--- src/common/mac_tx_pkg.sv ---
`default_nettype none

package mac_tx_pkg;

    ////////////////////
    // framing
    ////////////////////
    localparam logic [7:0] PREAMBLE_BYTE = 8'h55;
    localparam logic [7:0] SFD_BYTE      = 8'hd5;

    localparam int PREAMBLE_LEN = 8;      // 7 x 0x55 plus sfd
    localparam int MIN_PAYLOAD  = 60;
    localparam int MAX_PAYLOAD  = 1514;
    localparam int CRC_BYTES    = 4;
    localparam int IFG_CYCLES   = 12;     // idle line cycles after a frame

    ////////////////////
    // crc-32
    ////////////////////
    // reflected form, lsb of each byte first
    localparam logic [31:0] CRC_INIT = 32'hffff_ffff;
    localparam logic [31:0] CRC_POLY = 32'hedb8_8320;

    ////////////////////
    // descriptors
    ////////////////////
    typedef logic [10:0] len_t;
    typedef logic [15:0] ptr_word_t;      // length in [10:0], upper bits unused

    typedef struct packed {
        logic gmii;                       // speed[1] when the frame was built
        len_t wire_len;                   // padded payload plus 12
    } tx_desc_t;

endpackage

`default_nettype wire

--- src/hw/crc32_8023.sv ---
`default_nettype none

module crc32_8023 (
    input  logic       tx_master_clk,
    input  logic       rstn,
    input  logic       init,
    input  logic       calc,
    input  logic [7:0] d,
    input  logic       shift,
    output logic [7:0] crc_byte
);

    logic [31:0] crc;

    // one byte through the reflected lfsr, bit 0 first
    function automatic logic [31:0] crc_step(input logic [31:0] c, input logic [7:0] b);
        logic [31:0] r;
        r = c;
        for (int i = 0; i < 8; i++) begin
            if (r[0] ^ b[i])
                r = (r >> 1) ^ mac_tx_pkg::CRC_POLY;
            else
                r = r >> 1;
        end
        return r;
    endfunction

    always_ff @(posedge tx_master_clk or negedge rstn) begin
        if (!rstn) begin
            crc <= mac_tx_pkg::CRC_INIT;
        end else begin
            if (init)
                crc <= mac_tx_pkg::CRC_INIT;
            else if (calc)
                crc <= crc_step(crc, d);
            else if (shift)
                crc <= {8'h00, crc[31:8]};    // next result byte into place
        end
    end

    // fcs goes out inverted, low byte first
    assign crc_byte = ~crc[7:0];

endmodule

`default_nettype wire

--- src/mac_tx_framer/mac_tx_framer.sv ---
`default_nettype none

module mac_tx_framer #(
    parameter int DATA_FIFO_DEPTH = 2048
) (
    input  logic                             tx_master_clk,
    input  logic                             rstn,
    input  logic [1:0]                       speed,
    input  logic                             ptr_fifo_empty,
    input  mac_tx_pkg::ptr_word_t            ptr_fifo_din,
    output logic                             ptr_fifo_rd,
    input  logic [7:0]                       data_fifo_din,
    output logic                             data_fifo_rd,
    input  logic                             tptr_fifo_empty,
    input  mac_tx_pkg::ptr_word_t            tptr_fifo_din,
    output logic                             tptr_fifo_rd,
    input  logic [7:0]                       tdata_fifo_din,
    output logic                             tdata_fifo_rd,
    output logic                             byte_wr,
    output logic [7:0]                       byte_wdata,
    input  logic [$clog2(DATA_FIFO_DEPTH):0] byte_free,
    output logic                             desc_wr,
    output mac_tx_pkg::tx_desc_t             desc_wdata,
    input  logic                             desc_full
);

    localparam int FREE_W    = $clog2(DATA_FIFO_DEPTH) + 1;
    localparam int FRAME_MAX = mac_tx_pkg::PREAMBLE_LEN + mac_tx_pkg::MAX_PAYLOAD
                             + mac_tx_pkg::CRC_BYTES;

    localparam mac_tx_pkg::len_t PREA_LAST = mac_tx_pkg::len_t'(mac_tx_pkg::PREAMBLE_LEN - 1);
    localparam mac_tx_pkg::len_t CRC_LAST  = mac_tx_pkg::len_t'(mac_tx_pkg::CRC_BYTES - 1);
    localparam mac_tx_pkg::len_t MIN_LEN   = mac_tx_pkg::len_t'(mac_tx_pkg::MIN_PAYLOAD);
    localparam mac_tx_pkg::len_t OVERHEAD  =
        mac_tx_pkg::len_t'(mac_tx_pkg::PREAMBLE_LEN + mac_tx_pkg::CRC_BYTES);

    typedef enum logic [5:0] {
        S_IDLE = 6'b000001,
        S_PTR  = 6'b000010,       // pointer pulse to the chosen queue
        S_PREA = 6'b000100,
        S_DATA = 6'b001000,
        S_CRC  = 6'b010000,
        S_DESC = 6'b100000
    } state_t;

    state_t           state;
    state_t           state_next;
    logic             dir;        // 1 = tte queue
    logic             start;
    logic             src_rd;
    mac_tx_pkg::len_t cnt;        // byte index inside the current state
    mac_tx_pkg::len_t len;
    mac_tx_pkg::len_t pad_len;
    mac_tx_pkg::len_t ptr_len;
    logic [7:0]       src_data;
    logic [7:0]       pay_byte;
    logic [7:0]       crc_byte;

    // room for a maximum frame and a descriptor slot
    assign start = (!ptr_fifo_empty || !tptr_fifo_empty)
                && (byte_free >= FREE_W'(FRAME_MAX))
                && !desc_full;

    assign ptr_len  = dir ? tptr_fifo_din[10:0] : ptr_fifo_din[10:0];
    assign src_data = dir ? tdata_fifo_din : data_fifo_din;
    assign pay_byte = (cnt < len) ? src_data : 8'h00;     // zero pad past len

    always_comb begin
        case (state)
            S_IDLE:  state_next = start ? S_PTR : S_IDLE;
            S_PTR:   state_next = S_PREA;
            S_PREA:  state_next = (cnt == PREA_LAST) ? S_DATA : S_PREA;
            S_DATA:  state_next = (cnt == pad_len - 1'b1) ? S_CRC : S_DATA;
            S_CRC:   state_next = (cnt == CRC_LAST) ? S_DESC : S_CRC;
            default: state_next = S_IDLE;
        endcase
    end

    always_ff @(posedge tx_master_clk or negedge rstn) begin
        if (!rstn) begin
            state <= S_IDLE;
            cnt   <= '0;
            dir   <= 1'b0;
        end else begin
            state <= state_next;
            if (state_next != state || state == S_IDLE)
                cnt <= '0;
            else
                cnt <= cnt + 1'b1;
            if (state == S_IDLE && start)
                dir <= !tptr_fifo_empty;              // tte wins
        end
    end

    // descriptor arrives on the first preamble cycle
    always_ff @(posedge tx_master_clk) begin
        if (state == S_PREA && cnt == '0) begin
            len     <= ptr_len;
            pad_len <= (ptr_len < MIN_LEN) ? MIN_LEN : ptr_len;
        end
    end

    ////////////////////
    // source strobes
    ////////////////////
    assign ptr_fifo_rd  = (state == S_PTR) && !dir;
    assign tptr_fifo_rd = (state == S_PTR) && dir;

    // one cycle ahead of the byte that uses it
    assign src_rd = (state == S_PREA && cnt == PREA_LAST && len != '0)
                 || (state == S_DATA && (cnt + 1'b1) < len);
    assign data_fifo_rd  = src_rd && !dir;
    assign tdata_fifo_rd = src_rd && dir;

    ////////////////////
    // fifo writes
    ////////////////////
    assign byte_wr = (state == S_PREA) || (state == S_DATA) || (state == S_CRC);

    always_comb begin
        case (state)
            S_PREA:  byte_wdata = (cnt == PREA_LAST) ? mac_tx_pkg::SFD_BYTE
                                                     : mac_tx_pkg::PREAMBLE_BYTE;
            S_DATA:  byte_wdata = pay_byte;
            S_CRC:   byte_wdata = crc_byte;
            default: byte_wdata = 8'h00;
        endcase
    end

    assign desc_wr = (state == S_DESC);

    always_comb begin
        desc_wdata.gmii     = speed[1];
        desc_wdata.wire_len = pad_len + OVERHEAD;
    end

    crc32_8023 u_crc (
        .tx_master_clk (tx_master_clk),
        .rstn          (rstn),
        .init          (state == S_PTR),
        .calc          (state == S_DATA),
        .d             (pay_byte),
        .shift         (state == S_CRC),
        .crc_byte      (crc_byte)
    );

    a_no_write_full: assert property (@(posedge tx_master_clk) disable iff (!rstn)
        byte_wr |-> byte_free != '0);

endmodule

`default_nettype wire

--- config.mk ---
export PLATFORM = sky130hd
export DESIGN_NAME = mac_tx_framer
export DESIGN_NICKNAME = d
export VERILOG_FILES = /design/src/common/mac_tx_pkg.sv /design/src/hw/crc32_8023.sv /design/src/mac_tx_framer/mac_tx_framer.sv
export SDC_FILE = /design/constraint.sdc
export NUM_CORES = 1
export LEC_CHECK = 0
export ABC_AREA = 1
export BUFFER_PORTS_ARGS = -buffer_cell sky130_fd_sc_hd__buf_2
export CORE_MARGIN = 1.5
export CORE_UTILIZATION = 36
export CTS_CLUSTER_DIAMETER = 100
export DETAILED_ROUTE_END_ITERATION = 12
export PLACE_DENSITY = 0.54
export RECOVER_POWER = 25
export REMOVE_ABC_BUFFERS = 1
export SLEW_MARGIN = 20
export SYNTH_ARGS = -nofsm -noshare
export SYNTH_HDL_FRONTEND = slang
export SYNTH_SLANG_ARGS = --single-unit
--- constraint.sdc ---
create_clock -name tx_master_clk -period 4.21 [get_ports tx_master_clk]
set_input_delay 0.842 -clock tx_master_clk [delete_from_list [all_inputs] [get_ports tx_master_clk]]
set_output_delay 0.842 -clock tx_master_clk [all_outputs]
set_load 0.02 [all_outputs]
* After elaboration in Yosys (flattened, before gate mapping)
Index checks and enable logic that the tools add are counted.
** Operators by class
- Add/subtract/negate cells :: 3
- Bitwise operators :: 17
- Divide/modulo/power cells :: 0
- Multipliers :: 0
- Equality and inequality tests :: 10
- Muxes and demuxes :: 36
- Magnitude comparators :: 4
- Shifts and indexed selects :: 0
- Reduce and logical (&&, ||, !) cells :: 23
** Operator list (count)
- 32-bit two-way mux :: 25
- 13-bit inverter with 14-bit output :: 8
- 6-bit case mux with 5 select lines :: 1
- 8-bit two-way mux :: 3
- 8-bit case mux with 3 select lines :: 1
- 11-bit less-than comparator :: 2
- 11-bit two-way mux :: 2
- 12-bit by 11-bit >= comparator with 1-bit output, second input constant :: 1
- 11-bit by 1-bit adder with 11-bit output, second input constant :: 1
- 11-bit by 4-bit adder with 11-bit output, second input constant :: 1
- 11-bit equality test :: 1
- 11-bit by 2-bit equality test with 1-bit output, second input constant :: 1
- 11-bit by 3-bit equality test with 1-bit output, second input constant :: 1
- 1-bit logical AND :: 11
- 11-bit zero test :: 1
- 11-bit by 6-bit less-than comparator with 1-bit output, second input constant :: 1
- 11-bit nonzero test :: 1
- 11-bit by 1-bit subtractor with 11-bit output, second input constant :: 1
- 8-bit inverter :: 1
- 1-bit XOR :: 8
- 6-bit by 1-bit equality test with 1-bit output, second input constant :: 1
- 6-bit by 2-bit equality test with 1-bit output, second input constant :: 1
- 6-bit by 3-bit equality test with 1-bit output, second input constant :: 1
- 6-bit by 4-bit equality test with 1-bit output, second input constant :: 1
- 10 further kinds :: 17
** Storage, ports and cells
- Logic and storage cells :: 99
- Memory bits (read-only) :: 0
- Latch bits :: 0
- Memory bits (writable) :: 0
- Memories kept :: 0
- Flip-flop bits (word level) :: 72
- Output and inout port bits :: 26

* Logic depth before layout (Yosys ltp)
- Word-level depth :: 34
- Depth in mapped cells :: 20
- Depth with buffers taken out :: 20

* Modules after synthesis
From an unflattened synthesis, not the netlist that was laid out.
** Second synthesis, totals
- Cell total of the unflattened synthesis :: 838
- Area total of the unflattened synthesis :: 5890.6 um^2
** By module, submodules not included
- mac_tx_framer :: area each 3444.6 um^2, cells each 476, sequential area each 1112.3 um^2, instances 1
- crc32_8023 :: area each 2446.1 um^2, cells each 362, sequential area each 840.8 um^2, instances 1

* Least setup slack after synthesis
Ideal clock, no wire load.
- Kind :: register to output
- From :: register cnt[0]
- To :: output data_fifo_rd
- Cell stages (with the launch flop) :: 16
- Slack :: 566 ps
- Data required time :: 3368 ps
- Path buffers :: 0
- Arrival :: 2802 ps
- Cell sequence :: dfrtp_1 > ha_1 > nand2_1 > nor2_1 > inv_1 > nor2_1 > nand4_1 > nor2_1 > nand2_1 > xor2_1 > inv_1 > ha_1 > a21oi_1 > o21ai_0 > or4_1 > a21oi_1
** Between the ends
- Longest elaborated chain between the ends :: 5
- Elaborated cells between the ends (all ways) :: 8
- Those cells by class :: 1 x add/sub; 1 x order compare; 1 x eq/ne; 5 x reduce/logical
** RTL lines
- from (decl) :: line mac_tx_framer.sv:51 : mac_tx_pkg::len_t cnt;
- from (signal assigned) :: line mac_tx_framer.sv:89 : cnt <= cnt + 1'b1;
- 11-bit by 1-bit adder with 11-bit output / 11-bit by 3-bit equality test with 1-bit output (equally long branches) :: line mac_tx_framer.sv:111, mac_tx_framer.sv:110
- 11-bit less-than comparator / 1-bit logical AND (equally long branches) :: line mac_tx_framer.sv:111, mac_tx_framer.sv:110
- 1-bit logical AND (on tied branches) :: line mac_tx_framer.sv:111, mac_tx_framer.sv:110
- 1-bit logical OR (*) :: line mac_tx_framer.sv:111 : || (state == S_DATA && (cnt + 1'b1) < len);
- 1-bit logical AND (*) :: line mac_tx_framer.sv:112 : assign data_fifo_rd = src_rd && !dir;
- to (decl) :: line mac_tx_framer.sv:13 : output logic data_fifo_rd,
Every way passes the cells marked *; elsewhere a longest branch is shown, timed or not.

* Worst setup path after layout
Ends and elaborated chain as after synthesis.

==> results.ini <==
[status]
outcome=finished, violations left
failed_checks=capacitance limit, slew limit

[worst_setup_path]
cpLargestDelayFamily=simple AND/OR/NAND/NOR gates
crit_chain=ha_4, nand2_1, nor2_1, inv_1, nor2_2, nand4_1, nor2_1, nand2_1, xor2_1, inv_1, ha_4, nand4_1, a2111oi_2, or4_4, a21oi_2, buf_4
cp_slowest_cell=a2111oi_2
cp_data_required_time_ps=3370
worst_setup_path_end_kind=output port
critical_path_arrival_ps=3260
critPathBufInv=3
cpPeakStageDelay_ps=420
worst_setup_path_start_kind=register
critPathMaxFanout=4
crit_type=reg2out

[global_route]
initial_antenna_violation_count=0
busiest_grt_layer=met2
met2_usage=0.305
grtUsageTotal=0.202
grt_remaining_overflow=0
use_met3=0.0285
grt_start_max_net_pins=34
grt_util_met1=0.300
first_global_vias=5301
grt_first_pass_wirelength_mm=27.9

[sta]
timing.max_slew.rel_slack=-0.361
timing.final.setup_violations=0
number_of_hold_violations_in_the_final_report=0
fmax_mhz=243
tightest_slew_ps=2040
worst_clock_skew_ps=15.1
fin_crit_sh=0.975
maxSlewViolCount=34
layout_min_cycle_time_ps=4110
setup-tns-final_ps=0
finalHoldWorstSlack_ps=512

[cts]
clock_tree_from_tritoncts=built
insertion_delay_ps=350
clock-root-buffer=clkbuf_16
numCtsBuffers=9
cts.reportedPaths.clkPinSlew_ps=60
cts_sinks=72
cts.path.max_buffers=2
cts_hold_repair.buffers=0
cts.htree.levels=3

[pwr]
vdd.ir_drop.worst_v=0.000355
power.switching_mw=1.95
sw_frac_of_total=0.486
comb_power_share=0.556
fin_total_pwr_mw=4.02
intPower_mw=2.06
share_clk_of_total_power=0.199
seq_power_share=0.245
power_per_standard_cell_area_mw_per_mm2=563
p_leak_nw=3.47

[routing]
vias_per_cell=4.87
detail_route.wirelength_mm=17.1
num_vias=5483
drc=0
avgRoutedWirePerCell_um=15.2
detail_route.iter0.violations=334
drtPass1Iterations=5
ant_nets=0

[floorplan]
placeableCoreArea_mm2=0.0166
design.die.area_mm2=0.0177
floorplan.io_pins=93
floorplan.rows=47
initial_utilization=0.368
floorplan.die.width_um=133
die_height_um=133

[place]
detailedPlacementHpwl_mm=12.8
port_buffers=78
gp_congestion=0.854
placed_cells_incl_taps=1103

[synth]
yosys.area.top_type_share=0.142
synthesis.area_per_instance_um2=7.48
number_of_enable_flip_flop_cells_after_synthesis=22
synth.area.top_cells=dfstp_2 14%, nand2_1 11%, edfxtp_1 11%
synth_top_cell_by_area=dfstp_2
post_synth_instance_area_mm2=0.00610
yosys.cell_types.count=54
synth.ff_latch_count=72
synth_ff_type=dfstp_2
asyncSetResetFlopFracSynth=0.694
synth_cells=815
count_of_synthesis_stage_warnings_from_yosys=0
synth_seq_area_share=0.320

[final_layout]
area_growth_pct=17.0
diodes=0
layout.cells.non_filler=1126
nNetsFinal=992
fill_cells=1722
drive_above_1_share=0.270
final_cell_mix=184 x nand2_1, 120 x inv_1, 75 x buf_2, 60 x nor2_1, 51 x nand3_1
layout.cells.most_common=nand2_1

[flow_run]
number_of_max_capacitance_violations_reported=1

[min_path]
hp_class=reg2reg

-- state kept, by name, summed over array words and instances (netlist names) --
name,count
state,6
pad_len,11
u_crc.crc,32
len,11
dir,1
cnt,11
-- layer usage --
metal	share of wire	up-vias
met1	0.52	2523
li1	-	2807
met2	0.42	129
met5	0	-
met3	0.037	24
met4	0.016	0
-- cell usage after synthesis, types with 3 or more instances --
| cell type | n |
|---|---|
| a21oi_1 | 28 |
| a21oi_2 | 4 |
| buf_2 | 3 |
| buf_4 | 4 |
| buf_6 | 3 |
| clkbuf_1 | 6 |
| dfrtp_1 | 17 |
| dfstp_2 | 33 |
| edfxtp_1 | 22 |
| ha_1 | 24 |
| inv_1 | 120 |
| inv_2 | 11 |
| mux2i_1 | 5 |
| nand2_1 | 185 |
| nand2_2 | 27 |
| nand2_4 | 9 |
| nand3_1 | 51 |
| nand3_2 | 3 |
| nand3b_1 | 4 |
| nand4_1 | 15 |
| nand4_2 | 3 |
| nor2_1 | 63 |
| nor2_2 | 3 |
| nor3_1 | 14 |
| nor3_2 | 11 |
| o21ai_0 | 22 |
| o21ai_1 | 8 |
| o221ai_1 | 6 |
| o22ai_1 | 16 |
| or2_2 | 7 |
| xnor2_1 | 7 |
| xor2_1 | 46 |
| xor2_2 | 7 |
-- repair_timing --
item,CTS,global route
buffers inserted,2,5
pin swaps,0,3
setup endpoints to repair,2,2
gates resized for setup,2,16
-- worst min-delay path, cell delays in order (launching register included) --
cell	delay, ps
dfstp_2	370
nor2_1	90
a21oi_1	40
-- per-stage QoR --
step                 util  worst slack, ps  cell area, um2
detailed placement  0.404              293            6710
floorplan               -              564            5970
CTS                 0.424             45.8            7020
global placement    0.404              310            6710
finish              0.430              103            7140
global route        0.430             -125            7140
-- area by class of cell --
class	count	area (um2)	area share
clock buffer	10	229	0.0321
clock inverter	6	71.3	0.00999
inverter	132	495	0.0694
multi-input combinational	592	3600	0.505
sequential	72	1950	0.274
tap	220	275	0.0386
timing repair buffer	94	507	0.0710
-- power groups by stage --
| stage | registers [mW] | logic, mW | clock network, mW |
|---|---|---|---|
| 4_1_cts | 0.983 | 2.21 | 0.811 |
| 3_3_place_gp | 0.996 | 2.17 | 0 |
| 2_1_floorplan | 0.975 | 1.68 | 0 |
| 3_5_place_dp | 0.997 | 2.19 | 0 |
| 5_1_grt | 0.999 | 2.50 | 0.840 |
| 6_report | 0.984 | 2.23 | 0.800 |
-- path summary, 6_finish.rpt --
kind,cells after the start,slack (ps),to,start
hold reg to reg,2,510,u_crc.crc[16]$_DFFE_PN1P_,u_crc.crc[16]$_DFFE_PN1P_
setup reg to reg,15,1030,u_crc.crc[20]$_DFFE_PN1P_,len[10]$_DFFE_PP_
min in group asynchronous,1,1090,cnt[5]$_DFF_PN0_,rstn
max in group asynchronous,1,1800,cnt[0]$_DFF_PN0_,rstn
setup / recovery,16,100,data_fifo_rd,cnt[0]$_DFF_PN0_
hold / removal,2,510,u_crc.crc[16]$_DFFE_PN1P_,u_crc.crc[16]$_DFFE_PN1P_
-- kinds of logic after synthesis --
logic type | share of synthesized area
and+or+nand+nor | 0.331
buffers and inverters | 0.102
AOI/OAI and AO/OA | 0.0942
DFF | 0.320
xor gates and xnor gates | 0.0948
adders and majority gates | 0.0492
muxes | 0.00821
(Power assumes the default switching activity.)
