File: src/common/mac_tx_pkg.sv
`default_nettype none

package mac_tx_pkg;

    ////////////////////
    // framing
    ////////////////////
    localparam logic [7:0] PREAMBLE_BYTE = 8'h55;
    localparam logic [7:0] SFD_BYTE      = 8'hd5;

    localparam int PREAMBLE_LEN = 8;      // 7 x 0x55 plus sfd
    localparam int MIN_PAYLOAD  = 60;
    localparam int MAX_PAYLOAD  = 1514;
    localparam int CRC_BYTES    = 4;
    localparam int IFG_CYCLES   = 12;     // idle line cycles after a frame

    ////////////////////
    // crc-32
    ////////////////////
    // reflected form, lsb of each byte first
    localparam logic [31:0] CRC_INIT = 32'hffff_ffff;
    localparam logic [31:0] CRC_POLY = 32'hedb8_8320;

    ////////////////////
    // descriptors
    ////////////////////
    typedef logic [10:0] len_t;
    typedef logic [15:0] ptr_word_t;      // length in [10:0], upper bits unused

    typedef struct packed {
        logic gmii;                       // speed[1] when the frame was built
        len_t wire_len;                   // padded payload plus 12
    } tx_desc_t;

endpackage

`default_nettype wire

File: src/mac_tx_line/mac_tx_line.sv
`default_nettype none

module mac_tx_line (
    input  logic                 tx_master_clk,
    input  logic                 rstn,
    input  logic                 desc_empty,
    output logic                 desc_rd,
    input  mac_tx_pkg::tx_desc_t desc_rdata,
    output logic                 byte_rd,
    input  logic [7:0]           byte_rdata,
    output logic                 gtx_dv,
    output logic [7:0]           gtx_d
);

    localparam mac_tx_pkg::len_t GAP_LAST = mac_tx_pkg::len_t'(mac_tx_pkg::IFG_CYCLES - 1);

    typedef enum logic [4:0] {
        S_IDLE = 5'b00001,
        S_RD   = 5'b00010,        // pop descriptor and first byte
        S_WAIT = 5'b00100,        // both visible now
        S_DATA = 5'b01000,
        S_GAP  = 5'b10000
    } state_t;

    state_t           state;
    state_t           state_next;
    logic             gmii;
    logic             phase;      // high nibble due next, mii only
    mac_tx_pkg::len_t cnt;        // bytes left, then gap cycles

    logic             produce;
    logic             cur_gmii;
    logic             hi;
    logic             finish;     // current byte fully on the line
    mac_tx_pkg::len_t rem;
    logic [7:0]       line_word;

    ////////////////////
    // word former
    ////////////////////
    // wait state takes mode and length straight off the fifo
    assign produce  = (state == S_WAIT) || (state == S_DATA);
    assign cur_gmii = (state == S_WAIT) ? desc_rdata.gmii : gmii;
    assign rem      = (state == S_WAIT) ? desc_rdata.wire_len : cnt;
    assign hi       = (state == S_DATA) && phase;
    assign finish   = cur_gmii || hi;

    always_comb begin
        if (cur_gmii)
            line_word = byte_rdata;
        else if (hi)
            line_word = {4'h0, byte_rdata[7:4]};
        else
            line_word = {4'h0, byte_rdata[3:0]};        // low nibble first
    end

    assign desc_rd = (state == S_RD);
    assign byte_rd = (state == S_RD) || (produce && finish && rem > 11'd1);

    always_comb begin
        case (state)
            S_IDLE:  state_next = desc_empty ? S_IDLE : S_RD;
            S_RD:    state_next = S_WAIT;
            S_WAIT:  state_next = S_DATA;
            S_DATA:  state_next = (finish && rem == 11'd1) ? S_GAP : S_DATA;
            S_GAP:   state_next = (cnt == '0) ? S_IDLE : S_GAP;
            default: state_next = S_IDLE;
        endcase
    end

    always_ff @(posedge tx_master_clk or negedge rstn) begin
        if (!rstn) begin
            state  <= S_IDLE;
            gmii   <= 1'b0;
            phase  <= 1'b0;
            cnt    <= '0;
            gtx_dv <= 1'b0;
            gtx_d  <= 8'h00;
        end else begin
            state <= state_next;
            if (state == S_WAIT)
                gmii <= desc_rdata.gmii;
            if (produce)
                phase <= !finish;
            if (state == S_DATA && state_next == S_GAP)
                cnt <= GAP_LAST;
            else if (produce)
                cnt <= finish ? rem - 1'b1 : rem;
            else if (state == S_GAP)
                cnt <= cnt - 1'b1;
            gtx_dv <= produce;
            gtx_d  <= produce ? line_word : 8'h00;
        end
    end

    // once a frame ends the line stays quiet for the whole gap
    a_no_dv_in_gap: assert property (@(posedge tx_master_clk) disable iff (!rstn)
        $fell(gtx_dv) |-> (!gtx_dv) [*mac_tx_pkg::IFG_CYCLES]);

endmodule

`default_nettype wire

File: config.mk
export PLATFORM = sky130hd
export DESIGN_NAME = mac_tx_line
export DESIGN_NICKNAME = d
export VERILOG_FILES = /design/src/common/mac_tx_pkg.sv /design/src/mac_tx_line/mac_tx_line.sv
export SDC_FILE = /design/constraint.sdc
export NUM_CORES = 1
export LEC_CHECK = 0
export BUFFER_PORTS_ARGS = -buffer_cell sky130_fd_sc_hd__buf_2
export CAP_MARGIN = 20
export CORE_MARGIN = 5
export CORE_UTILIZATION = 45
export CTS_CLUSTER_SIZE = 28
export DETAILED_ROUTE_END_ITERATION = 8
export PLACE_DENSITY = 0.69
export SLEW_MARGIN = 20
export SYNTH_ARGS = -nofsm -noshare
export SYNTH_HDL_FRONTEND = slang
export SYNTH_SLANG_ARGS = --single-unit
File: constraint.sdc
create_clock -name tx_master_clk -period 2.9 [get_ports tx_master_clk]
set_input_delay 0.87 -clock tx_master_clk [delete_from_list [all_inputs] [get_ports tx_master_clk]]
set_output_delay 0.87 -clock tx_master_clk [all_outputs]
set_load 0.02 [all_outputs]
; ---- Word level (Yosys, flattened, before mapping)
; Cells that the tools add are included.
[totals]
reg_bits = 27
latchBits = 0
mem_bits_rw = 0
word_cells = 40
input_bits = 23
output_inout_bits = 11
rom_bits = 0
memories = 0
[op_classes]
div = 0
reduce_logical = 11
order_cmp = 1
muxes = 13
addsub = 2
n_shift = 0
n_mul = 0
n_eq_ne = 7
bitwise = 0
[ops]
columns = cell, count
row1 = $mux W11, 5
row2 = $pmux W5 S5, 1
row3 = $sub A11 B1 Y11 const B, 2
row4 = $mux W8, 2
row5 = $eq A11 B1 Y1 const B, 1
row6 = $gt A11 B1 Y1 const B, 1
row7 = $logic_not A11 Y1, 1
row8 = $eq A5 B5 Y1 const B, 2
row9 = $mux W5, 2
row10 = $eq A5 B1 Y1 const B, 1
row11 = $eq A5 B2 Y1 const B, 1
row12 = $eq A5 B3 Y1 const B, 1
row13 = $eq A5 B4 Y1 const B, 1
row14 = $logic_and A1 B1 Y1, 5
row15 = $mux W4, 1
row16 = $logic_or A1 B1 Y1, 3
row17 = $reduce_bool A3 Y1, 1
row18 = $mux W2, 1
row19 = $logic_not A1 Y1, 1
row20 = $mux W1, 1

; ---- Longest topological paths before layout
; Gate-level depths: netlist of run 1.
[logic_depth]
depth_word = 9
ltp_mapped = 12

; ---- Worst setup path before layout of run 1
; Ideal clock, no wire load.
[synth_path]
path_type = reg2out
start = register state[4]
end = output byte_rd
t_arrival_ns = 2.173
stages_incl_launch_ff = 10
required_time_ns = 2.030
slack_ns = -0.143
path_cell_list = dfrtp_1 > buf_6 > or3_4 > nor2_2 > mux2i_1 > inv_1 > ha_1 > a21oi_1 > a21oi_1 > o21bai_1
[synth_between]
elab_chain_cells = 6
[synth_rtl]
columns = element, line_no
row1 = from (decl), mac_tx_line.sv:25  ; state_t state;
row2 = from (signal assigned), mac_tx_line.sv:80  ; state <= state_next;
row3 = branches (longest 5 deep; another with $gt A11 B1 Y1), -
row4 = $logic_or A1 B1 Y1 *, mac_tx_line.sv:58  ; assign byte_rd = (state == S_RD) || (produce && finish && rem > 11'd1);
row5 = to (decl), mac_tx_line.sv:9  ; output logic byte_rd,
; Mark *: on every way between the ends.

; ---- Worst setup path after layout of run 1
[layout_path]
start = register state[0]
end = output byte_rd
; Same word-level chain as after synthesis.

==> results.toml, run 1 <==
[outcome]
outcome = "complete, but fails checks"
violations = "setup timing"

[clock_tree]
worstSkewPairLatency_ns = 0.28
ctsHoldBuffers = 0
cts_root_buf = "clkbuf_8"
clkTransAtPathRegs_ns = 0.10
cts_tree = "done"
cts.sinks = 27
cts_max_path_buffers = 2
htree_levels = 1
cts_made_buffers = 3

[synthesis]
yosysMostFrequentCell = "dfrtp_1"
syn_area_mm2 = 0.00190
synth_area_per_cell_um2 = 9.01
yosysSeqAreaShare_pct = 35.6
syn_nets = 237
yosys_register_bits = 27
ys_types = 54
yosys_warnings = 0
synth_edf_count = 0
yosys.area.top_type = "dfrtp_1"
synth_common_cells = "26 x dfrtp_1, 20 x nor2_1, 16 x mux2i_1"
ys.flop_type = "dfrtp_1"
synth_top_area_share_pct = 34.2
syn_inst = 211
synth.area.top_cells = "dfrtp_1 34%, mux2i_1 8.4%, xor2_1 4.1%, nor2_1 3.9%, o21ai_0 2.9%"
synthArstFlopShare_pct = 100

[layout]
fin_nets = 300
area_growth_pct = 29.7
n_antenna_cell = 0
stdcell_count = 323
drive_gt1_share_pct = 33.3

[route]
routedWlPerCell_um = 17.1
finalWirelength_um = 5510
ant_nets = 0
first_pass_iters = 5
drtIter0Drc = 184
vias_per_cell = 6.07
routed-via-count = 1959
drc = 0

[worst_setup_path]
crit_path_end_kind = "output pin"
max_stage_delay_ns = 0.40
r2r_slack_ns = 0.36
cp_max_fo = 4
critPathRequiredTime_ns = 2.03
slowest_stage = "or3_4"
cpLargestDelayFamily = "simple AND/OR/NAND/NOR gates"
cp_cell_sequence = "or3_4, nor2_4, mux2i_2, inv_1, ha_4, a21oi_4, a21oi_2, o21bai_2, buf_6"
worst-path-buf-inv = 2
worstPathArrival_ns = 2.26
crit_type = "register to output pin"
worstSetupStartpointType = "register"

[global_routing]
grt_overflow = 0
track_usage_pct = 21.0
grt_pass1_vias = 1941
grt_pass1_wl_um = 9060
antenna_found_initial = 0
grt_max_degree = 28

[floorplan]
core-area_mm2 = 0.00406
fp.dieW_um = 75.0
ioPinCount = 34
num_rows = 23
die_area_mm2 = 0.00563
initial_core_util_pct = 46.9
dieHeight_um = 75.0

[sta]
whs_ns = 0.585
rsz0062_at_grt = "true"
timing_hold_violations_final = 0
fin_crit_sh_pct = 108
worst_slew_pin_slew_ns = 0.694
post-route-worst-setup-slack_ns = -0.233
slew_headroom_pct = 53.4
slew_violations = 0
finalClockSkew_ns = 0.0117
setup_viol = 1
fin_setup_tns_ns = -0.233
finalCriticalPeriod_ns = 3.13
max_freq_mhz = 319

[place]
place.port_buffers = 33
gpl.final_weighted_congestion = 0.906
dp_cells = 314
place_hpwl_um = 4080

[power]
leakage_nw = 1.13
ir_drop_v = 0.000410
p_per_area_mw_per_mm2 = 734
power.total_mw = 1.81

[flow_run]
drv_cap = 0

[worst_hold_path]
hold_path_class = "input pin to asynchronous set/reset pin"
## per-stage QoR
step	utilization, %	setup WS [ns]	area [um^2]
CTS	59.9	-0.224	2430
floorplan	-	-0.0167	1910
finish	60.8	-0.233	2470
detailed placement	57.0	-0.325	2310
global route	60.8	-0.334	2470
global placement	57.0	-0.335	2310
## final timing paths
kind,startpoint,end,depth (start not counted)
setup / recovery,state[0],byte_rd,9
hold / removal,rstn,gtx_dv,1
setup reg to reg,state[0],cnt[0],10
hold reg to reg,cnt[0],cnt[0],1
max in group asynchronous,rstn,cnt[0],1
min in group tx_master_clk,cnt[0],cnt[0],1
## final cells by class
type / instances / area, um^2
Multi-Input combinational cell: 166 / 1200
Inverter: 6 / 22.5
Sequential cell: 27 / 677
Clock buffer: 4 / 45.0
Fill cell: 367 / 1590
Timing Repair Buffer: 70 / 455
Tap cell: 50 / 62.6
## power breakdown
group / switching (mW) / leakage (nW) / internal (mW)
clock: 0.121 / 0.0228 / 0.0987
combinational: 0.496 / 0.764 / 0.451
sequential: 0.147 / 0.340 / 0.496
## what timing repair did
item,CTS,global route
setup endpoints to repair,1,1
gates resized for setup,10,3
cloned,0,0
buffers inserted,3,2
pin swaps,5,5
## cell usage in the layout (no fill, tap or decap), types with 3 or more instances in the layout
cell and instances:
a21oi_1 6, and3_1 7, buf_2 31, buf_4 37
clkbuf_8 3, dfrtp_1 26, inv_1 5, mux2i_1 14
nand2_1 12, nand2b_1 3, nand3_1 5, nor2_1 20
nor3_1 6, nor4_1 4, o211ai_1 7, o21ai_0 11
o21ai_1 3, o22ai_1 3, or3_1 3, xnor2_1 6
xor2_1 9
## worst register-to-register path, delay by kind of cell (launching register included)
kind                       cells  cell delay [ns]
DFF                            1             0.38
adders and majority gates      1             0.20
muxes                          1             0.32
buffers and inverters          2             0.19
AOI/OAI and AO/OA              2             0.34
and+or+nand+nor                4             1.04
## routing by layer
metal | vias to the layer above | GRT usage, % | wire [um] | part of all wire (%)
met3 | 33 | 4.81 | 345 | 6.3
li1 | 912 | - | - | -
met4 | 0 | 7.11 | 187 | 3.4
met5 | - | 0 | 0 | 0
met1 | 928 | 27.1 | 2280 | 41
met2 | 86 | 34.5 | 2700 | 49
## cells by family (layout without fill, tap and decap cells)
group,after synthesis,count (layout),share of synthesized area (%)
and+or+nand+nor,77,77,22.0
AOI/OAI and AO/OA,55,55,20.4
DFF,27,27,35.6
buffers and inverters,18,80,4.74
muxes,16,16,8.42
xor gates and xnor gates,15,15,6.91
adders and majority gates,3,3,1.97
## flip-flops by register name (all words and copies together), names as in the netlist
register,cells
state,5
gmii,1
gtx_d,8
gtx_dv,1
cnt,11
phase,1
Note: power is estimated with default switching activity, not from simulation.
==> run 2: changes to the inputs <==
--- a/config.mk
+++ b/config.mk
@@ -5,13 +5,14 @@
 export SDC_FILE = /design/constraint.sdc
 export NUM_CORES = 1
 export LEC_CHECK = 0
+export ABC_AREA = 1
 export BUFFER_PORTS_ARGS = -buffer_cell sky130_fd_sc_hd__buf_2
 export CAP_MARGIN = 20
 export CORE_MARGIN = 5
-export CORE_UTILIZATION = 45
+export CORE_UTILIZATION = 51
 export CTS_CLUSTER_SIZE = 28
 export DETAILED_ROUTE_END_ITERATION = 8
-export PLACE_DENSITY = 0.69
+export PLACE_DENSITY = 0.76
 export SLEW_MARGIN = 20
 export SYNTH_ARGS = -nofsm -noshare
 export SYNTH_HDL_FRONTEND = slang
==> run 2 against run 1 <==
Net effect:
- the run still ends with setup timing left
- synthesized cell count rose by 42%
- sequential power shrank 4.5%
- synthesized area up 8.9%
- hold slack worse by 0.045 ns
- critical path type unchanged
==> results.toml, run 2 <==
[outcome]
outcome = "complete, but fails checks"
violations = "setup timing"

[power]
power.total_mw = 2.28
p_per_area_mw_per_mm2 = 864
leakage_nw = 1.44
ir_drop_v = 0.000497

[layout]
layout_commonest_cell = "nand2_1"
stdcell_count = 412
largest_reg_flops = 11
final_util_pct = 66.3
reg.largest.list = "cnt: 11 flops, gtx_d: 8 flops, state: 5 flops"
fin_nets = 389
drive_gt1_share_pct = 29.8
largest-register = "cnt"
area_growth_pct = 27.2
n_antenna_cell = 0
most-common-layout-cells = "78 x nand2_1, 45 x inv_1, 32 x buf_2"
finalInstanceArea_mm2 = 0.00263

[route]
routed-via-count = 2287
finalWirelength_um = 6010
routedWlPerCell_um = 14.6
first_pass_iters = 5
drc = 0
vias_per_cell = 5.55
ant_nets = 0
drtIter0Drc = 211

[clock_tree]
cts.sinks = 27
htree_levels = 1
cts_made_buffers = 3
cts_tree = "done"
cts_root_buf = "clkbuf_8"
cts_max_path_buffers = 2
worstSkewPairLatency_ns = 0.28
clkTransAtPathRegs_ns = 0.10
ctsHoldBuffers = 0

[floorplan]
dieHeight_um = 73.7
num_rows = 23
initial_core_util_pct = 52.1
fp.dieW_um = 73.7
die_area_mm2 = 0.00543
ioPinCount = 34
core-area_mm2 = 0.00397

[synthesis]
syn_area_mm2 = 0.00207
synthArstFlopShare_pct = 100
synth_common_cells = "83 x nand2_1, 48 x inv_1, 26 x dfrtp_1, 26 x nand3_1, 17 x nor2_1"
synth_edf_count = 0
yosys_warnings = 0
syn_inst = 299
yosys.area.top_type = "dfrtp_1"
yosysMostFrequentCell = "nand2_1"
synth_area_per_cell_um2 = 6.93
syn_nets = 325
yosys_register_bits = 27
synth.area.top_cells = "dfrtp_1 31%, nand2_1 15%, inv_1 8.7%, nand3_1 6.3%, nand4_1 3.6%"
synth_top_area_share_pct = 31.4
ys.flop_type = "dfrtp_1"
ys_types = 36
yosysSeqAreaShare_pct = 32.7

[global_routing]
track_usage_pct = 23.6
grt_max_degree = 28
grt_pass1_vias = 2212
grt_pass1_wl_um = 9890
grt_overflow = 0
antenna_found_initial = 0

[worst_setup_path]
worstSetupStartpointType = "register"
crit_path_end_kind = "output pin"
cp_max_fo = 8
crit_type = "register to output pin"
critPathRequiredTime_ns = 2.03
worstPathArrival_ns = 2.20

[sta]
rsz0062_at_grt = "true"
worst_slew_pin_slew_ns = 0.604
post-route-worst-setup-slack_ns = -0.173
finalClockSkew_ns = 0.00221
slew_headroom_pct = 59.7
whs_ns = 0.540
finalCriticalPeriod_ns = 3.07
fin_crit_sh_pct = 106
timing_hold_violations_final = 0
fin_setup_tns_ns = -0.173
max_freq_mhz = 325
slew_violations = 0
setup_viol = 1

[place]
placed_cell_area_mm2 = 0.00236
place_hpwl_um = 4080
dp_cells = 390
place.port_buffers = 33
post-place-ws_ns = -0.0488
gpl.final_weighted_congestion = 0.903

[flow_run]
drv_cap = 0

[worst_hold_path]
hold_path_class = "register to register"
[run 2: cell count changes after synthesis, moves of 6 or more]
cell / change
xnor2_1: -6
inv_1: +43
and3_1: -7
nand2_1: +71
nand3_1: +21
nand4_1: +12
mux2i_1: -16
o211ai_1: -6
[run 2: area by class of cell]
| type | instances | area [um^2] |
|---|---|---|
| inverters | 48 | 183 |
| well taps | 50 | 62.6 |
| flip-flops and latches | 27 | 677 |
| repair buffers | 64 | 419 |
| clock inverters | 1 | 8.76 |
| fillers | 322 | 1340 |
| clock buffers | 3 | 41.3 |
| multi-input cells | 219 | 1240 |
[run 2: worst max-delay path, cell delays in order, from the launching register on]
cell and delay (ns):
dfstp_2 0.58, nor2_4 0.07, nand3_4 0.17, buf_8 0.15, nand2_1 0.05, nand2_1 0.15
nand2_1 0.12, nor2_2 0.13, nand2_1 0.07, nor2_2 0.09, nand3b_1 0.13, nand2_1 0.07
buf_6 0.13
[run 2: cells by family after synthesis]
logic type	after synthesis	synth area share, %
buf+inv	54	10.8
fa+ha+maj	3	1.81
compound gates	39	11.2
simple gates	169	40.5
flops	27	32.7
xor+xnor	7	2.96
[run 2: worst paths after layout]
path	startpoint	endpoint	slack, ns	depth (start not counted)
worst max-delay path	state[0]	byte_rd	-0.17	12
max in group asynchronous	rstn	state[3]	1.93	1
worst min register to register	cnt[10]	cnt[10]	0.54	2
worst min-delay path	cnt[10]	cnt[10]	0.54	2
worst max register to register	state[0]	cnt[9]	0.14	21
min in group asynchronous	rstn	gtx_d[3]	0.58	1
[run 2: where the power goes]
part           leakage [nW]  internal, mW  switching, mW  total (mW)
logic                  1.08         0.550          0.876        1.43
clock network        0.0261         0.101          0.135       0.236
registers             0.337         0.504          0.110       0.614
total                  1.44          1.15           1.12        2.28
[run 2: repair_timing]
action / CTS / global route
resized for setup: 18 / 8
hold endpoints to repair: 0 / 0
pin swaps: 10 / 8
setup endpoints to repair: 1 / 3
gates cloned: 1 / 0
setup buffers: 10 / 7
[run 2: routing by layer]
metal  track usage [%]  vias to the layer above  wire length (um)
li1                  -                     1099                 -
met1              29.2                     1027              2380
met2              37.2                      134              2880
met3              6.57                       27               534
met4              12.3                        0               210
met5                 0                        -                 0
