===== src/hw/sync_fifo.sv =====
`default_nettype none

module sync_fifo #(
    parameter type payload_t = logic [7:0],
    parameter int  DEPTH     = 16
) (
    input  logic                   tx_master_clk,
    input  logic                   rstn,
    input  logic                   wr,
    input  payload_t               wdata,
    input  logic                   rd,
    output payload_t               rdata,
    output logic                   empty,
    output logic                   full,
    output logic [$clog2(DEPTH):0] free
);

    localparam int AW = (DEPTH > 1) ? $clog2(DEPTH) : 1;
    localparam int CW = $clog2(DEPTH) + 1;

    payload_t      mem [DEPTH];
    logic [AW-1:0] wr_ptr;
    logic [AW-1:0] rd_ptr;
    logic [CW-1:0] count;
    logic [CW-1:0] count_next;

    // circular pointer, depth need not be a power of two
    function automatic logic [AW-1:0] ptr_inc(input logic [AW-1:0] p);
        return (p == AW'(DEPTH - 1)) ? '0 : p + 1'b1;
    endfunction

    always_ff @(posedge tx_master_clk) begin
        if (wr)
            mem[wr_ptr] <= wdata;
        if (rd)
            rdata <= mem[rd_ptr];     // shows up one cycle after the strobe
    end

    always_comb begin
        count_next = count;
        if (wr && !rd)
            count_next = count + 1'b1;
        else if (rd && !wr)
            count_next = count - 1'b1;
    end

    always_ff @(posedge tx_master_clk or negedge rstn) begin
        if (!rstn) begin
            wr_ptr <= '0;
            rd_ptr <= '0;
            count  <= '0;
            empty  <= 1'b1;
            full   <= 1'b0;
            free   <= CW'(DEPTH);
        end else begin
            if (wr)
                wr_ptr <= ptr_inc(wr_ptr);
            if (rd)
                rd_ptr <= ptr_inc(rd_ptr);
            count <= count_next;
            empty <= (count_next == '0);
            full  <= (count_next == CW'(DEPTH));
            free  <= CW'(DEPTH) - count_next;
        end
    end

    a_no_overflow: assert property (@(posedge tx_master_clk) disable iff (!rstn)
        wr |-> !full);
    a_no_underflow: assert property (@(posedge tx_master_clk) disable iff (!rstn)
        rd |-> !empty);

endmodule

`default_nettype wire


===== config.mk =====
export PLATFORM = sky130hd
export DESIGN_NAME = sync_fifo
export DESIGN_NICKNAME = d
export VERILOG_FILES = /design/src/hw/sync_fifo.sv
export SDC_FILE = /design/constraint.sdc
export NUM_CORES = 1
export LEC_CHECK = 0
export BUFFER_PORTS_ARGS = -buffer_cell sky130_fd_sc_hd__buf_2
export CORE_MARGIN = 2
export CORE_UTILIZATION = 28
export CTS_BUF_LIST = sky130_fd_sc_hd__clkbuf_8
export CTS_CLUSTER_DIAMETER = 150
export DETAILED_ROUTE_END_ITERATION = 8
export HOLD_SLACK_MARGIN = 0.12
export PLACE_DENSITY = 0.52
export SYNTH_ARGS = -nofsm -noshare
export SYNTH_HDL_FRONTEND = slang
export SYNTH_SLANG_ARGS = --single-unit

===== constraint.sdc =====
create_clock -name tx_master_clk -period 4.3 [get_ports tx_master_clk]
set_input_delay 0.86 -clock tx_master_clk [delete_from_list [all_inputs] [get_ports tx_master_clk]]
set_output_delay 0.86 -clock tx_master_clk [all_outputs]
set_load 0.01 [all_outputs]

After elaboration in Yosys (flattened, before gate mapping)
Memories as Yosys holds them, arrays and structs flattened. A register that Yosys moved wholly into a read port is not among the register bits.
Cells that the tools add are included.
- flip-flop bits (word level): 20
- memory bits (writable): 128
- bits of input ports: 12
- output and inout port bits: 15
- word-level logic and storage cells: 26
- memories: 1
- add/sub/neg operators: 5
- eq/ne operators: 3
- multiplexer cells: 6
- reductions and logical operators: 5
- memory list (memory ; words ; width ; rd ports ; clocked after memory_dff ; wr ports ; RTL line ; text):
    mem ; 16 ; 8 ; 1 ; 1 ; 1 ; 21 ; payload_t mem [DEPTH];
- operators with widths (kind ; number):
    5-bit 2-to-1 mux ; 2
    4-bit by 1-bit adder with 4-bit output (second input constant) ; 2
    4-bit == test (second input constant) ; 2
    4-bit 2-to-1 mux ; 2
    5-bit by 1-bit adder with 5-bit output (second input constant) ; 1
    5-bit == test (second input constant) ; 1
    5-bit logical NOT ; 1
    5-bit by 1-bit subtractor with 5-bit output (second input constant) ; 1
    5-bit subtractor (first input constant) ; 1
    1-bit logical AND ; 2
    1-bit logical NOT ; 2
    1-bit 2-to-1 mux ; 2

Logic depth before layout (Yosys ltp)
Gate-level depths: netlist (run 1).
- depth in word-level cells: 5
- mapped depth: 10
- mapped depth without buffers: 10

Worst setup path after synthesis (run 1)
OpenSTA, ideal clock, no wires.
- path kind: input port to flip-flop
- from: input port rd
- to: register free[4]
- arrival time: 2.160 ns
- setup slack: 2.081 ns
- stages: 9
- path buffers: 1
- path through: buf_4 > xor2_1 > o211ai_1 > inv_1 > ha_1 > inv_1 > nor3_1 > ha_1 > inv_1
- word-level cells in the longest chain between the ends: 4
- RTL lines (element ; RTL line ; text):
    from (decl) ; 11 ; input logic rd,
    1-bit logical AND / 1-bit logical NOT (equally long branches) ; 43, 41 ;
    5-bit 2-to-1 mux / 1-bit logical AND (equally long branches) ; 43, 41 ;
    5-bit 2-to-1 mux * ; 41 ; if (wr && !rd)
    named net count_next[1] ; 25 ; logic [CW-1:0] count_next;
    5-bit subtractor * ; 63 ; free <= CW'(DEPTH) - count_next;
    to (signal assigned) ; 54 ; free <= CW'(DEPTH);
    to (signal assigned) ; 63 ;
    to (decl) ; 15 ; output logic [$clog2(DEPTH):0] free
The timed path passes the listed nets; every way through them passes the cells marked *.
A chain may end at the register's enable or synchronous reset.

==> run summary, run 1 <==
TIMING
-----------------------------------------------------------------------------------------------
Worst hold-check slack                                                                 0.353 ns
Final Setup Violations                                                                        0
Number of failing hold endpoints at the final stage                                           0
Highest clock frequency the design can meet                                           0.397 GHz
Time the worst path needs with I/O delays and setup                                     2.52 ns
Unrepaired setup endpoints after global routing                                           false
Measured slew at the worst slew-check pin                                               1.32 ns
Max Slew Vio Count                                                                            0
Clock skew after layout                                                               0.0176 ns
Total negative slack                                                                       0 ns
Final critical-path share of the clock period                                             0.586
Max-slew headroom                                                                         0.116

YOSYS
-----------------------------------------------------------------------------------------------
Post-synth EDFFs                                                                            136
Post-synthesis cell count                                                                   318
Post-synth design cell area                                                        0.00619 mm^2
Share of flip-flops with an asynchronous set or reset after synthesis                     0.123
Average size of a mapped cell                                                         19.5 um^2
Fraction of the yosys area taken by sequential cells                                      0.737
Yosys warning count                                                                           0
Number of storage elements in the synthesis netlist                                         155
Synthesized net count                                                                       340
Distinct cell type count after synthesis                                                     36
Most used flip-flop cell after synthesis                                           sky130_fd_sc_hd__edfxtp_1

LAYOUT
-----------------------------------------------------------------------------------------------
Area delta synth->final                                                                   12.4%
Leading cell type in the layout, fill and taps excluded                            sky130_fd_sc_hd__edfxtp_1
Highest-count cells in the layout ignoring fill and taps                           136 x sky130_fd_sc_hd__edfxtp_1, 26 x sky130_fd_sc_hd__buf_2, 20 x sky130_fd_sc_hd__nand2_1, 18 x sky130_fd_sc_hd__mux4_1, 17 x sky130_fd_sc_hd__clkbuf_8
Number of antenna diodes                                                                      0
Fillcell total                                                                             2083
Fraction of final layout cells with drive strength greater than 1                         0.227
Nets                                                                                        371

PLACE
-----------------------------------------------------------------------------------------------
Number of buffers added on ports                                                             26
Final Wtd Congestion                                                                      0.717
Post-DP HPWL                                                                            7920 um

DIE
-----------------------------------------------------------------------------------------------
Rows                                                                                         54
Floorplan die height                                                                     153 um
I/O pin count                                                                                27
Starting utilization of the core area                                                     0.285
Area of the core                                                                    0.0218 mm^2
Die area                                                                            0.0233 mm^2
Chip width                                                                               153 um

CLOCK TREE
-----------------------------------------------------------------------------------------------
Clock input transition at the sequential cells of the worst setup and hold paths        0.08 ns
Number of post-CTS setup repair buffers                                                       0
Depth of the CTS H-tree                                                                       4
Clk Tree Root Cell                                                                 sky130_fd_sc_hd__clkbuf_8
Number of sinks on the clock net                                                            155
Max clock buf depth                                                                           2
Count of instances resized after the clock tree is built                                      0
Number of buffers created by CTS                                                             17
Hold_buf cts                                                                                  0
CTS tree                                                                                    yes
Insertion delay of the later-clocked pin in the worst-skew pair                         0.45 ns

DETAILED ROUTING
-----------------------------------------------------------------------------------------------
Number of vias in the routed layout                                                        2981
1st-iter DRT viols                                                                          228
Post-Route WL                                                                          12400 um
ANT nets after route                                                                          0
Pre-antenna DRT Iters                                                                         5
Routed WL per cell                                                                      19.3 um
DR vias/cell                                                                               4.64
DRC Markers                                                                                   0

SETUP PATH
-----------------------------------------------------------------------------------------------
Worst path required time                                                                4.47 ns
Sort of element at the end of the critical path                                            flop
Critical path data arrival time                                                         2.69 ns
Classification of the worst setup path                                             flop to flop
Maximum net fanout on the critical path                                                      34
Type of element launching the critical path                                                flop

GLOBAL ROUTING
-----------------------------------------------------------------------------------------------
Vias in the first global route                                                             3045
Overall track demand over capacity in global routing                                      0.111
Remaining global-route overflow                                                               0
First-pass GRT wire length                                                             18600 um
Initial antenna violation count                                                               0
Pin count of the biggest net entering global routing                                         37

STATUS
-----------------------------------------------------------------------------------------------
Status                                                                             complete, no violations

POWER
-----------------------------------------------------------------------------------------------
Cell area power density                                                             616 mW/mm^2
Peak supply drop                                                                       0.244 mV
Leak                                                                                    2.36 nW

JOB
-----------------------------------------------------------------------------------------------
Max-cap viol count                                                                            0

WORST HOLD PATH
-----------------------------------------------------------------------------------------------
Path class of the lowest-slack min-delay path                                      primary input to async pin

-- report_power, final --
group          switching (mW)  leakage (nW)  internal (mW)
logic                   0.559         0.707          0.537
registers               0.257          1.46           1.91
clock network           0.558         0.191          0.467
total                    1.37          2.36           2.91
-- state kept, by name (all words and copies together) (netlist names) --
signal / flops
rdata: 8
wr_ptr: 4
full: 1
rd_ptr: 4
mem: 128
free: 4
empty: 1
count: 5
-- synth_stat cells, types with 3 or more instances --
cell / n / area [um^2]
sky130_fd_sc_hd__edfxtp_1: 136 / 4080
sky130_fd_sc_hd__nand2_1: 20 / 75.1
sky130_fd_sc_hd__mux4_1: 18 / 473
sky130_fd_sc_hd__dfrtp_1: 17 / 425
sky130_fd_sc_hd__a22oi_1: 16 / 120
sky130_fd_sc_hd__nor2_1: 16 / 60.1
sky130_fd_sc_hd__mux4_2: 14 / 315
sky130_fd_sc_hd__ha_1: 10 / 125
sky130_fd_sc_hd__inv_1: 8 / 30.0
sky130_fd_sc_hd__xnor2_1: 8 / 70.1
sky130_fd_sc_hd__clkbuf_1: 6 / 22.5
sky130_fd_sc_hd__a21oi_1: 4 / 20.0
sky130_fd_sc_hd__nand2b_1: 4 / 25.0
sky130_fd_sc_hd__nand3b_1: 4 / 30.0
sky130_fd_sc_hd__nor3_1: 4 / 20.0
sky130_fd_sc_hd__o21ai_0: 4 / 20.0
sky130_fd_sc_hd__buf_4: 3 / 22.5
-- final cells by class --
type                            count  area, um^2  area share
Timing Repair Buffer               28         145      0.0209
Clock buffer                       17         234      0.0336
Inverter                            8        30.0     0.00431
Multi-Input combinational cell    139        1500       0.215
Clock inverter                     15         140      0.0201
Tap cell                          280         350      0.0503
Sequential cell                   155        4560       0.656
-- per-stage QoR --
stage	util	power [mW]	instances	area [um^2]	setup slack, ns
floorplan	-	2.96	318	6190	2.08
global route	0.320	4.52	642	6960	1.58
finish	0.320	4.29	642	6960	1.78
detailed placement	0.303	3.32	610	6590	1.56
global placement	0.303	3.30	610	6590	1.58
CTS	0.320	4.35	642	6960	1.76
-- layer usage --
metal / part of all wire / vias up / global-route usage
met3: 0.063 / 15 / 0.0353
met5: 0 / - / 0
met2: 0.48 / 93 / 0.173
met1: 0.44 / 1540 / 0.144
met4: 0.015 / 0 / 0.0459
li1: - / 1333 / -
-- path summary, 6_finish.rpt --
path,startpoint,cells after the start,to,slack (ns)
max,rd_ptr[0],3,rdata[7],1.78
min,rstn,1,wr_ptr[0],0.35
max reg2reg,rd_ptr[0],3,rdata[7],1.78
min reg2reg,count[4],1,count[4],0.52
max in group asynchronous,rstn,1,empty,3.61
min in group tx_master_clk,count[4],1,count[4],0.52
-- cells by family (layout without fill, tap and decap cells) --
group                      count (synthesis)  in the layout  synth area share
DFF                                      155            155             0.737
and+or+nand+nor                           57             57            0.0455
muxes                                     34             34             0.131
AOI/OAI and AO/OA                         28             28            0.0309
buffers and inverters                     24             68            0.0218
adders and majority gates                 10             10            0.0202
xor gates and xnor gates                  10             10            0.0141
-- worst max-delay path, cell delays in order, from the launching register on --
cell and delay [ns]:
sky130_fd_sc_hd__dfrtp_2 1.04, sky130_fd_sc_hd__mux4_1 0.67, sky130_fd_sc_hd__a22oi_1 0.34, sky130_fd_sc_hd__nand2_1 0.15
Note: power is estimated with default switching activity, not from simulation.
==> run 2, diff against run 1 <==
==> constraint.sdc (replaced) <==
create_clock -name tx_master_clk -period 2.4 [get_ports tx_master_clk]
set_input_delay 0.48 -clock tx_master_clk [delete_from_list [all_inputs] [get_ports tx_master_clk]]
set_output_delay 0.48 -clock tx_master_clk [all_outputs]
set_load 0.01 [all_outputs]
==> run 2 against run 1 <==
  * Sequential share of layout area shrank 2.3 points
  * Clock power grew 86%
  * Worst setup slack lost 1.6 ns
  * Sequential power grew 68%
  * Combinational power grew 120%
  * Flip-flop and latch count is the same
  * Critical path depth grew 7
  * Largest power group unchanged
==> run summary, run 2 (synthesized netlist as in run 1, its figures left out) <==
SETUP PATH
-----------------------------------------------------------------------------------------------
Beginning of the critical path                                                         count[1]   was rd_ptr[0]
Classification of the worst setup path                                             flop to flop   unchanged
Type of element launching the critical path                                                flop   unchanged
Critical path data arrival time                                                         2.59 ns   was 2.69 ns
Sort of element at the end of the critical path                                            flop   unchanged
Maximum net fanout on the critical path                                                       4   was 34
Worst path required time                                                                2.79 ns   was 4.47 ns
Critical register-to-register path startpoint                                          count[1]   was rd_ptr[0]
Reg2Reg Setup Slack                                                                     0.20 ns   was 1.78 ns
Path depth of the worst reg2reg path                                                         10   was 3
Worst reg2reg path endpoint                                                             free[4]   was rdata[7]

TIMING
-----------------------------------------------------------------------------------------------
Number of failing hold endpoints at the final stage                                           0   unchanged
Max Slew Vio Count                                                                            0   unchanged
Final critical-path share of the clock period                                             0.918   was 0.586
Unrepaired setup endpoints after global routing                                           false   unchanged
Post-route setup slack                                                                 0.196 ns   was 1.78 ns
Time the worst path needs with I/O delays and setup                                     2.20 ns   was 2.52 ns
Max-slew headroom                                                                         0.682   was 0.116
Final Setup Violations                                                                        0   unchanged
Highest clock frequency the design can meet                                           0.454 GHz   was 0.397 GHz
Measured slew at the worst slew-check pin                                              0.475 ns   was 1.32 ns
Clock skew after layout                                                               0.0123 ns   was 0.0176 ns
Total negative slack                                                                       0 ns   unchanged

PLACE
-----------------------------------------------------------------------------------------------
Final Wtd Congestion                                                                      0.762   was 0.717
Worst-case setup slack after placement                                                 0.156 ns   was 1.56 ns
Number of buffers added on ports                                                             26   unchanged
Area after DPL                                                                     0.00681 mm^2   was 0.00659 mm^2
Post-DP HPWL                                                                            8170 um   was 7920 um

DETAILED ROUTING
-----------------------------------------------------------------------------------------------
Met1 WL                                                                                 5720 um   was 5490 um
Number of vias in the routed layout                                                        3032   was 2981
Routed met3 length                                                                       505 um   was 783 um
Pre-antenna DRT Iters                                                                         4   was 5
Wire length on met2                                                                     6050 um   was 5950 um
1st-iter DRT viols                                                                          213   was 228
ANT nets after route                                                                          0   unchanged
DRC Markers                                                                                   0   unchanged
Routed WL per cell                                                                      18.5 um   was 19.3 um
Post-Route WL                                                                          12400 um   about the same
DR vias/cell                                                                               4.52   was 4.64
Uppermost layer routed                                                                     met4   unchanged

POWER
-----------------------------------------------------------------------------------------------
Leak                                                                                    2.53 nW   was 2.36 nW
Post-layout power                                                                       7.97 mW   was 4.29 mW
Peak supply drop                                                                       0.303 mV   was 0.244 mV
Cell area power density                                                            1100 mW/mm^2   was 616 mW/mm^2

DIE
-----------------------------------------------------------------------------------------------
Floorplan die height                                                                     153 um   unchanged
Starting utilization of the core area                                                     0.285   unchanged
Area of the core                                                                    0.0218 mm^2   unchanged
Die area                                                                            0.0233 mm^2   unchanged
I/O pin count                                                                                27   unchanged
Chip width                                                                               153 um   unchanged
Rows                                                                                         54   unchanged

LAYOUT
-----------------------------------------------------------------------------------------------
Finished Core Util                                                                        0.332   was 0.320
Fillcell total                                                                             2129   was 2083
Number of antenna diodes                                                                      0   unchanged
Area delta synth->final                                                                   16.5%   was 12.4%
Leading cell type in the layout, fill and taps excluded                            sky130_fd_sc_hd__edfxtp_1   unchanged
Biggest register                                                                            mem   unchanged
Largest registers in the final layout                                              mem x128, rdata x8, count x5   unchanged
Flip-flop count of the largest register, all copies and words added                         128   unchanged
Nets                                                                                        400   was 371
Highest-count cells in the layout ignoring fill and taps                           136 x sky130_fd_sc_hd__edfxtp_1, 28 x sky130_fd_sc_hd__buf_4, 26 x sky130_fd_sc_hd__buf_2, 20 x sky130_fd_sc_hd__nand2_1, 18 x sky130_fd_sc_hd__mux4_1   was 136 x sky130_fd_sc_hd__edfxtp_1, 26 x sky130_fd_sc_hd__buf_2, 20 x sky130_fd_sc_hd__nand2_1, 18 x sky130_fd_sc_hd__mux4_1, 17 x sky130_fd_sc_hd__clkbuf_8
Fraction of final layout cells with drive strength greater than 1                         0.276   was 0.227
Total area of multi-input combinational cells                                      0.00150 mm^2   unchanged
Storage element area                                                               0.00456 mm^2   about the same
Non-Filler Cell Area, Final                                                        0.00721 mm^2   was 0.00696 mm^2

GLOBAL ROUTING
-----------------------------------------------------------------------------------------------
Overall track demand over capacity in global routing                                      0.113   was 0.111
First-pass GRT wire length                                                             19500 um   was 18600 um
Pin count of the biggest net entering global routing                                         37   unchanged
Remaining global-route overflow                                                               0   unchanged
Initial antenna violation count                                                               0   unchanged
Vias in the first global route                                                             3290   was 3045

STATUS
-----------------------------------------------------------------------------------------------
Status                                                                             complete, no violations   unchanged

WORST HOLD PATH
-----------------------------------------------------------------------------------------------
Path class of the lowest-slack min-delay path                                      primary input to flop   was primary input to async pin
Hold-critical path endpoint                                                           mem[2][5]
Hold Path Depth                                                                               1
Origin of the worst min-delay path                                                     wdata[5]

CLOCK TREE
-----------------------------------------------------------------------------------------------
Clk Tree Root Cell                                                                 sky130_fd_sc_hd__clkbuf_8   unchanged
Depth of the CTS H-tree                                                                       4   unchanged
Clock input transition at the sequential cells of the worst setup and hold paths        0.08 ns   about the same
Number of sinks on the clock net                                                            155   unchanged
Insertion delay of the later-clocked pin in the worst-skew pair                         0.44 ns   was 0.45 ns
Number of buffers created by CTS                                                             17   unchanged
Max clock buf depth                                                                           2   unchanged
CTS tree                                                                                    yes   unchanged

JOB
-----------------------------------------------------------------------------------------------
Max-cap viol count                                                                            0   unchanged

## run 2: routing by layer
metal  GRT usage  up-vias
met5           0        -
li1            -     1390
met1       0.151     1570
met4      0.0348        0
met2       0.179       65
met3      0.0324        7
## run 2: report_power, final
| group | leakage [nW] | switching (mW) | internal [mW] |
|---|---|---|---|
| Combinational | 0.867 | 1.29 | 1.13 |
| Clock | 0.200 | 0.973 | 0.926 |
| Sequential | 1.46 | 0.228 | 3.42 |
## run 2: through the flow
stage | instances | hold WS (ns)
3_5_place_dp | 637 | 0.461
3_3_place_gp | 637 | 0.450
5_1_grt | 671 | 0.404
2_1_floorplan | 318 | 0.184
6_report | 671 | 0.425
4_1_cts | 670 | 0.391
## run 2: worst max-delay path: stages (launching register included)
cell                       delay (ns)
sky130_fd_sc_hd__dfrtp_1         0.40
sky130_fd_sc_hd__inv_1           0.07
sky130_fd_sc_hd__ha_1            0.29
sky130_fd_sc_hd__or3b_2          0.44
sky130_fd_sc_hd__o211ai_1        0.17
sky130_fd_sc_hd__inv_1           0.08
sky130_fd_sc_hd__ha_1            0.24
sky130_fd_sc_hd__inv_1           0.06
sky130_fd_sc_hd__nor3_1          0.06
sky130_fd_sc_hd__ha_1            0.28
sky130_fd_sc_hd__inv_1           0.06
## run 2: final cells by class
cell class	count	area share
timing repair buffer	57	0.0541
clock inverter	15	0.0208
multi-input combinational	139	0.207
clock buffer	17	0.0324
tap	280	0.0486
inverter	8	0.00416
sequential	155	0.633
## run 2: repair_timing
action / CTS / global route
hold buffers: 1 / 0
gates resized for setup: 0 / 0
buffers inserted: 0 / 1
endpoints found under the hold margin: 17 / 0
setup endpoints to repair: 0 / 1
## run 2: how the worst max path moves through the flow
| stage | endpoint | slack (ns) | cells after the start |
|---|---|---|---|
| after floorplan | free[4] | 0.31 | 10 |
| after global placement | free[4] | 0.22 | 10 |
| after detailed placement | free[4] | 0.16 | 10 |
| after CTS | free[4] | 0.13 | 10 |
| after global routing | free[4] | 0.0008 | 10 |
| final | free[4] | 0.20 | 10 |
